## src/common/vca_pkg.sv

```systemverilog
// ============================================================
// Sizes and vector types for the VC allocator of one mesh router
// Port numbers 5 to 7 are invalid and never match an output
// ============================================================

package vca_pkg;

	// ============================================================
	// Router sizes
	// ============================================================
	localparam int NUM_PORTS    = 5;
	localparam int NUM_VCS      = 2;
	// Buffer slots per downstream VC, also the counter reset value
	localparam int CREDIT_DEPTH = 4;

	// ============================================================
	// Shared vector types
	// ============================================================
	// North 0, east 1, south 2, west 3, local 4
	typedef logic [2:0] port_idx_t;

	typedef logic [$clog2(NUM_VCS)-1:0] vc_idx_t;

	// One-hot or zero over the VCs of a port
	typedef logic [NUM_VCS-1:0] vc_mask_t;

	typedef logic [NUM_PORTS-1:0] port_mask_t;

	// Holds 0 up to CREDIT_DEPTH
	typedef logic [$clog2(CREDIT_DEPTH+1)-1:0] credit_t;

	// Arbiter result when nobody requests
	localparam port_idx_t PORT_NONE = 3'd7;

endpackage

```

## src/common/vc_req_if.sv

```systemverilog
// ============================================================
// Routed request of one input port, seen by every output
// No handshake, a request holds until its input is granted
// ============================================================
`timescale 1ns/1ps

interface vc_req_if
	import vca_pkg::*;
();

	logic      valid;
	// Requested output port and the VC wanted on it
	port_idx_t out_port;
	vc_idx_t   out_vc;
	// Input VC sitting at route compute
	vc_idx_t   in_vc;

	// Driven from the flat router ports
	modport req (
		output valid,
		output out_port,
		output out_vc,
		output in_vc
	);

	// Read by the output allocators and the grant mapping
	modport alloc (
		input valid,
		input out_port,
		input out_vc,
		input in_vc
	);

endinterface

```

## src/out_port_alloc/out_port_alloc.sv

```systemverilog
// ============================================================
// Allocator for one output port
// Round-robin winner is granted only if its output VC has credit
// ============================================================
`timescale 1ns/1ps

module out_port_alloc
	import vca_pkg::*;
#(
	parameter port_idx_t PORT_ID = '0
) (
	input  logic     clk,
	input  logic     rst,

	vc_req_if.alloc  reqs [NUM_PORTS],
	// Credits handed back from downstream for this output
	input  vc_mask_t credit_ret,

	output logic      grant_valid,
	output port_idx_t winner,
	output vc_mask_t  available
);

	// ============================================================
	// Requests aimed at this output
	// ============================================================
	port_mask_t           req_mask;
	// Wanted output VC of each input, one bit per port
	logic [NUM_PORTS-1:0] req_vc;

	for (genvar i = 0; i < NUM_PORTS; i++) begin : g_req
		// Invalid port numbers never equal PORT_ID
		assign req_mask[i] = reqs[i].valid && (reqs[i].out_port == PORT_ID);
		assign req_vc[i]   = reqs[i].out_vc;
	end

	// ============================================================
	// Arbitration and credit check
	// ============================================================
	vc_idx_t  winner_vc;
	vc_mask_t consume;

	rr_arbiter u_rr_arbiter (
		.clk     (clk),
		.rst     (rst),
		.req     (req_mask),
		.advance (grant_valid),
		.winner  (winner)
	);

	assign winner_vc = (winner != PORT_NONE) ? req_vc[winner] : '0;

	// A winner without credit blocks the output this cycle
	assign grant_valid = (winner != PORT_NONE) && available[winner_vc];

	// Output VC taken by this grant
	assign consume = grant_valid ? (vc_mask_t'(1) << winner_vc) : '0;

	vc_credit_tracker u_vc_credit_tracker (
		.clk        (clk),
		.rst        (rst),
		.consume    (consume),
		.credit_ret (credit_ret),
		.available  (available)
	);

endmodule

```

## src/out_port_alloc/rr_arbiter.sv

```systemverilog
// ============================================================
// Round-robin choice among the five input ports
// Pointer holds the last granted port and moves only on advance
// ============================================================
`timescale 1ns/1ps

module rr_arbiter
	import vca_pkg::*;
(
	input  logic       clk,
	input  logic       rst,

	input  port_mask_t req,
	// Winner was actually granted this cycle
	input  logic       advance,

	output port_idx_t  winner
);

	// Last granted port, north after reset
	port_idx_t last_ptr;

	// ============================================================
	// Search starting one past the last grant
	// ============================================================
	always_comb begin
		logic        found;
		int unsigned cand;

		found  = 1'b0;
		winner = PORT_NONE;
		// Offset NUM_PORTS wraps back to the last winner itself
		for (int unsigned off = 1; off <= NUM_PORTS; off++) begin
			cand = (int'(last_ptr) + off) % NUM_PORTS;
			if (!found && req[cand]) begin
				found  = 1'b1;
				winner = port_idx_t'(cand);
			end
		end
	end

	// ============================================================
	// Pointer update
	// ============================================================
	always_ff @(posedge clk or posedge rst) begin
		if (rst) begin
			last_ptr <= '0;
		end else if (advance && (winner != PORT_NONE)) begin
			last_ptr <= winner;
		end
	end

	// Blocked winner keeps the pointer, so it is chosen again

endmodule

```

## src/out_port_alloc/vc_credit_tracker.sv

```systemverilog
// ============================================================
// Downstream credit counters for the VCs of one output port
// Returns are expected only while a count is below full depth
// ============================================================
`timescale 1ns/1ps

module vc_credit_tracker
	import vca_pkg::*;
(
	input  logic     clk,
	input  logic     rst,

	// Grant taking a slot on the VC
	input  vc_mask_t consume,
	// Slot freed downstream
	input  vc_mask_t credit_ret,

	output vc_mask_t available
);

	// ============================================================
	// One counter per VC
	// ============================================================
	for (genvar v = 0; v < NUM_VCS; v++) begin : g_vc
		credit_t count;

		always_ff @(posedge clk or posedge rst) begin
			if (rst) begin
				count <= credit_t'(CREDIT_DEPTH);
			end else begin
				// Grant and return together cancel out
				case ({credit_ret[v], consume[v]})
					2'b01:   count <= count - 1'b1;
					2'b10:   count <= count + 1'b1;
					default: count <= count;
				endcase
			end
		end

		// Any free slot downstream
		assign available[v] = (count != '0);
	end

endmodule

```

## src/source/grant_router.sv

```systemverilog
// ============================================================
// Maps each output's winner back to its input port
// Each input requests one output, so one output selects it at most
// ============================================================
`timescale 1ns/1ps

module grant_router
	import vca_pkg::*;
(
	vc_req_if.alloc   reqs        [NUM_PORTS],
	input  port_mask_t grant_valid,
	input  port_idx_t  winner      [NUM_PORTS],

	// Grant on the input VC at route compute
	output vc_mask_t   vc_grant    [NUM_PORTS]
);

	// ============================================================
	// Which outputs picked each input
	// ============================================================
	// sel[i][o] set when output o grants input i
	port_mask_t sel [NUM_PORTS];

	for (genvar i = 0; i < NUM_PORTS; i++) begin : g_in
		for (genvar o = 0; o < NUM_PORTS; o++) begin : g_out
			assign sel[i][o] = grant_valid[o] && (winner[o] == port_idx_t'(i));
		end

		// One-hot of the input VC, zero when not granted
		assign vc_grant[i] = (|sel[i]) ? (vc_mask_t'(1) << reqs[i].in_vc) : '0;
	end

endmodule

```

## src/source/vca_top.sv

```systemverilog
// ============================================================
// VC allocator for a five port, two VC mesh router node
// Grants are combinational, credits and pointers move on clk
// ============================================================
`timescale 1ns/1ps

module vca_top
	import vca_pkg::*;
(
	input  logic       clk,
	input  logic       rst,

	// Routed request per input port
	input  port_mask_t route_valid,
	input  port_idx_t  route_port   [NUM_PORTS],
	input  vc_idx_t    route_vc     [NUM_PORTS],
	input  vc_idx_t    rc_vc        [NUM_PORTS],

	// Credit returns per output port
	input  vc_mask_t   out_credits  [NUM_PORTS],

	// Input VC grant per input port
	output vc_mask_t   vc_grant     [NUM_PORTS],
	// Output VCs that still hold credit
	output vc_mask_t   vc_available [NUM_PORTS]
);

	// ============================================================
	// Request bundles
	// ============================================================
	vc_req_if req_if [NUM_PORTS] ();

	for (genvar i = 0; i < NUM_PORTS; i++) begin : g_req
		assign req_if[i].valid    = route_valid[i];
		assign req_if[i].out_port = route_port[i];
		assign req_if[i].out_vc   = route_vc[i];
		assign req_if[i].in_vc    = rc_vc[i];
	end

	// ============================================================
	// One allocator per output port
	// ============================================================
	port_mask_t grant_valid;
	port_idx_t  winner [NUM_PORTS];

	for (genvar o = 0; o < NUM_PORTS; o++) begin : g_out
		out_port_alloc #(
			.PORT_ID (port_idx_t'(o))
		) u_out_port_alloc (
			.clk         (clk),
			.rst         (rst),
			.reqs        (req_if),
			.credit_ret  (out_credits[o]),
			.grant_valid (grant_valid[o]),
			.winner      (winner[o]),
			.available   (vc_available[o])
		);
	end

	// ============================================================
	// Winners back to input VC grants
	// ============================================================
	grant_router u_grant_router (
		.reqs        (req_if),
		.grant_valid (grant_valid),
		.winner      (winner),
		.vc_grant    (vc_grant)
	);

endmodule

```

## config.mk

```make
export PLATFORM = sky130hd
export DESIGN_NAME = vca_top
export DESIGN_NICKNAME = d
export VERILOG_FILES = /design/src/common/vca_pkg.sv /design/src/common/vc_req_if.sv /design/src/out_port_alloc/out_port_alloc.sv /design/src/out_port_alloc/rr_arbiter.sv /design/src/out_port_alloc/vc_credit_tracker.sv /design/src/source/grant_router.sv /design/src/source/vca_top.sv
export SDC_FILE = /design/constraint.sdc
export NUM_CORES = 1
export LEC_CHECK = 0
export BUFFER_PORTS_ARGS = -buffer_cell sky130_fd_sc_hd__buf_4
export CORE_AREA = 2 2 185 169
export DETAILED_ROUTE_END_ITERATION = 8
export DIE_AREA = 0 0 187 171
export PLACE_DENSITY_LB_ADDON = 0.25
export SKIP_LAST_GASP = 1
export SLEW_MARGIN = 40
export SYNTH_ARGS = -nofsm -noshare
export SYNTH_HDL_FRONTEND = slang
export SYNTH_SLANG_ARGS = --single-unit
```

## constraint.sdc

```tcl
create_clock -name clk -period 9.1 [get_ports clk]
set_clock_uncertainty 0.1 [all_clocks]
set_input_delay 0.91 -clock clk [delete_from_list [all_inputs] [get_ports clk]]
set_output_delay 0.91 -clock clk [all_outputs]
set_load 0.02 [all_outputs]
```

==> out/metrics.cfg <==
[synthesis]
synth.distinct_cells=121
ys.flop_type=dfrtp_1
yosysSeqAreaShare=0.0851
synth_edf_count=0
synth.cell_area_mm2=0.0134
synthesis.instances=1744
synthArstFlopShare=1.00
synth_nets=1932
syn_avg_cell_area_um2=7.68
synth_warnings=0
ys_ff_latch=45

[timing]
worst_pin_slew_ns=0.824
finalSetupTns_ns=0
fmax_mhz=123
final_max_slew_viol_count=0
hold_viol=0
fin_crit_ns=8.12
rsz0062_at_grt=no
finalSetupViolCount=0
setup_ws_ns=0.985
relSlewSlack=0.450
finalCritPeriodShare=0.892

[hold_path]
hold_path_depth=1
hold_path_class=register to register

[place]
place_hpwl_mm=31.7
dpl_worst_slack_ns=1.39
gp_congestion=0.940
portBuffers=61

[global_routing]
grt_max_degree=46
antenna_found_initial=0
grt_usage=0.246
grt_pass1_wl_mm=65.6
grt_overflow_total=0
grt_pass1_vias=12700

[setup_path]
cp_data_arrival_time_ns=7.11
rr_worst_depth=24
crit_type=register to primary output
startpoint_type=register
worst-path-max-fanout=14
worstPathRequired_ns=8.09
crit_path_end_kind=primary output

[routing]
dr.first_iter.drc_count=1138
vias_per_cell=6.38
vias=13800
totalWireLength_mm=40.2
wl_per_cell_um=18.6
ant_nets=0
drc=0
drtPass1Iterations=6

[layout]
finalNetCount=1936
insertedDiodeCount=0
drive_gt1_frac=0.130
fillerInstances=3059
syn_to_final_growth_pct=6.88

[floorplanning]
core_area_mm2=0.0303
io_pins=62
die_h_um=171
initial_core_util=0.442
dieWidth_um=187
rows=61
die-area_mm2=0.0320

[clock_tree]
cts_sinks=45
cts_tree=done
cts_buffer_depth=2
numCtsBuffers=5
cts_resized=0
htree_levels=2
cts_hold_buf=0
clk_latency_ns=0.30
postCtsSetupBuffers=0
root_buffer=clkbuf_16
clk_pin_slew_ns=0.07

[job]
maxCapViolCount=0

[status]
status=finished, final reports clean

## logic make-up (layout without fill, tap and decap cells)
| family | count (synthesis) | count (layout) | synth area share |
|---|---|---|---|
| simple gates | 583 | 583 | 0.244 |
| flops | 45 | 45 | 0.0851 |
| fa+ha+maj | 146 | 146 | 0.143 |
| xor+xnor | 80 | 80 | 0.0599 |
| compound gates | 579 | 579 | 0.315 |
| mux | 99 | 99 | 0.0882 |
| buf+inv | 212 | 217 | 0.0648 |
## cell usage after synthesis (all sizes together) (28+ instances only)
cell / n / area share
clkbuf: 48 / 0.014
o211ai: 30 / 0.017
ha: 134 / 0.13
dfrtp: 35 / 0.065
buf: 38 / 0.016
nor2: 110 / 0.031
mux2: 30 / 0.026
mux2i: 58 / 0.044
nor3: 54 / 0.021
xnor2: 52 / 0.040
a211oi: 39 / 0.024
nand2: 124 / 0.035
a21oi: 108 / 0.041
inv: 125 / 0.035
nand3: 42 / 0.016
o21ai: 101 / 0.041
xor2: 28 / 0.020
## placed cells by master, fill, tap and decap left out, types with 21 or more instances in the layout
cell type / count
ha_1: 133
nand2_1: 123
inv_1: 118
nor2_1: 109
a21oi_1: 105
o21ai_0: 88
buf_4: 83
mux2i_1: 56
nor3_1: 51
xnor2_1: 46
nand3_1: 42
dfrtp_1: 35
a211oi_1: 34
o211ai_1: 29
mux2_2: 27
xor2_1: 25
nand2b_1: 24
nor2b_1: 23
a31oi_1: 21
## metal layers
layer | global-route usage | part of all wire | vias to the layer above | routed length (um)
li1 | - | - | 6631 | -
met1 | 0.357 | 0.48 | 6614 | 19400
met2 | 0.388 | 0.44 | 478 | 17500
met3 | 0.0271 | 0.062 | 55 | 2500
met4 | 0.0607 | 0.021 | 0 | 836
met5 | 0 | 0 | - | 0
## flip-flops by register name (all words and copies together), names as in the netlist
signal and count:
g_out.u_out_port_alloc.u_vc_credit_tracker.g_vc.count 30, g_out.u_out_port_alloc.u_rr_arbiter.last_ptr 15
## worst paths after layout
kind / end / slack, ns
min reg2reg: register / 0.42
max: vc_grant[9] / 0.98
min: register / 0.42
max reg2reg: register / 1.64
max in group asynchronous: asynchronous set/reset pin / 7.89
min in group asynchronous: asynchronous set/reset pin / 0.60
## through the flow
step,hold slack (ns),utilization,std cells,area (um^2)
2_1_floorplan,0.389,-,1744,13400
3_3_place_gp,0.407,0.466,2150,14100
3_5_place_dp,0.413,0.466,2150,14100
4_1_cts,0.425,0.471,2158,14300
5_1_grt,0.432,0.472,2158,14300
6_report,0.420,0.472,2158,14300
## cell type report
class	count	area, um^2	area share
multi-input combinational	1487	11400	0.797
clock buffer	6	139	0.00971
inverter	126	478	0.0334
sequential	45	1140	0.0796
clock inverter	2	16.3	0.00114
tap	409	512	0.0358
timing repair buffer	83	623	0.0436
## worst max-delay path, stage by stage, from the launching register on
cell      delay (ns)
dfrtp_1         0.48
ha_1            0.44
xnor2_2         0.51
inv_1           0.23
ha_1            0.32
nor4b_1         0.61
nor3_1          0.14
xnor2_1         0.23
ha_1            0.22
nand2b_1        0.09
a211oi_2        0.48
a21oi_1         0.08
o21ai_1         0.24
nand2_1         0.13
a211o_1         0.32
a32oi_2         0.46
mux2i_1         0.19
a21oi_1         0.26
mux2i_1         0.29
o21ai_0         0.16
a211oi_1        0.56
a21boi_1        0.15
buf_4           0.18
Power is not shown: default switching activity piles up to over one toggle a cycle in this logic, so the estimate is an artifact.
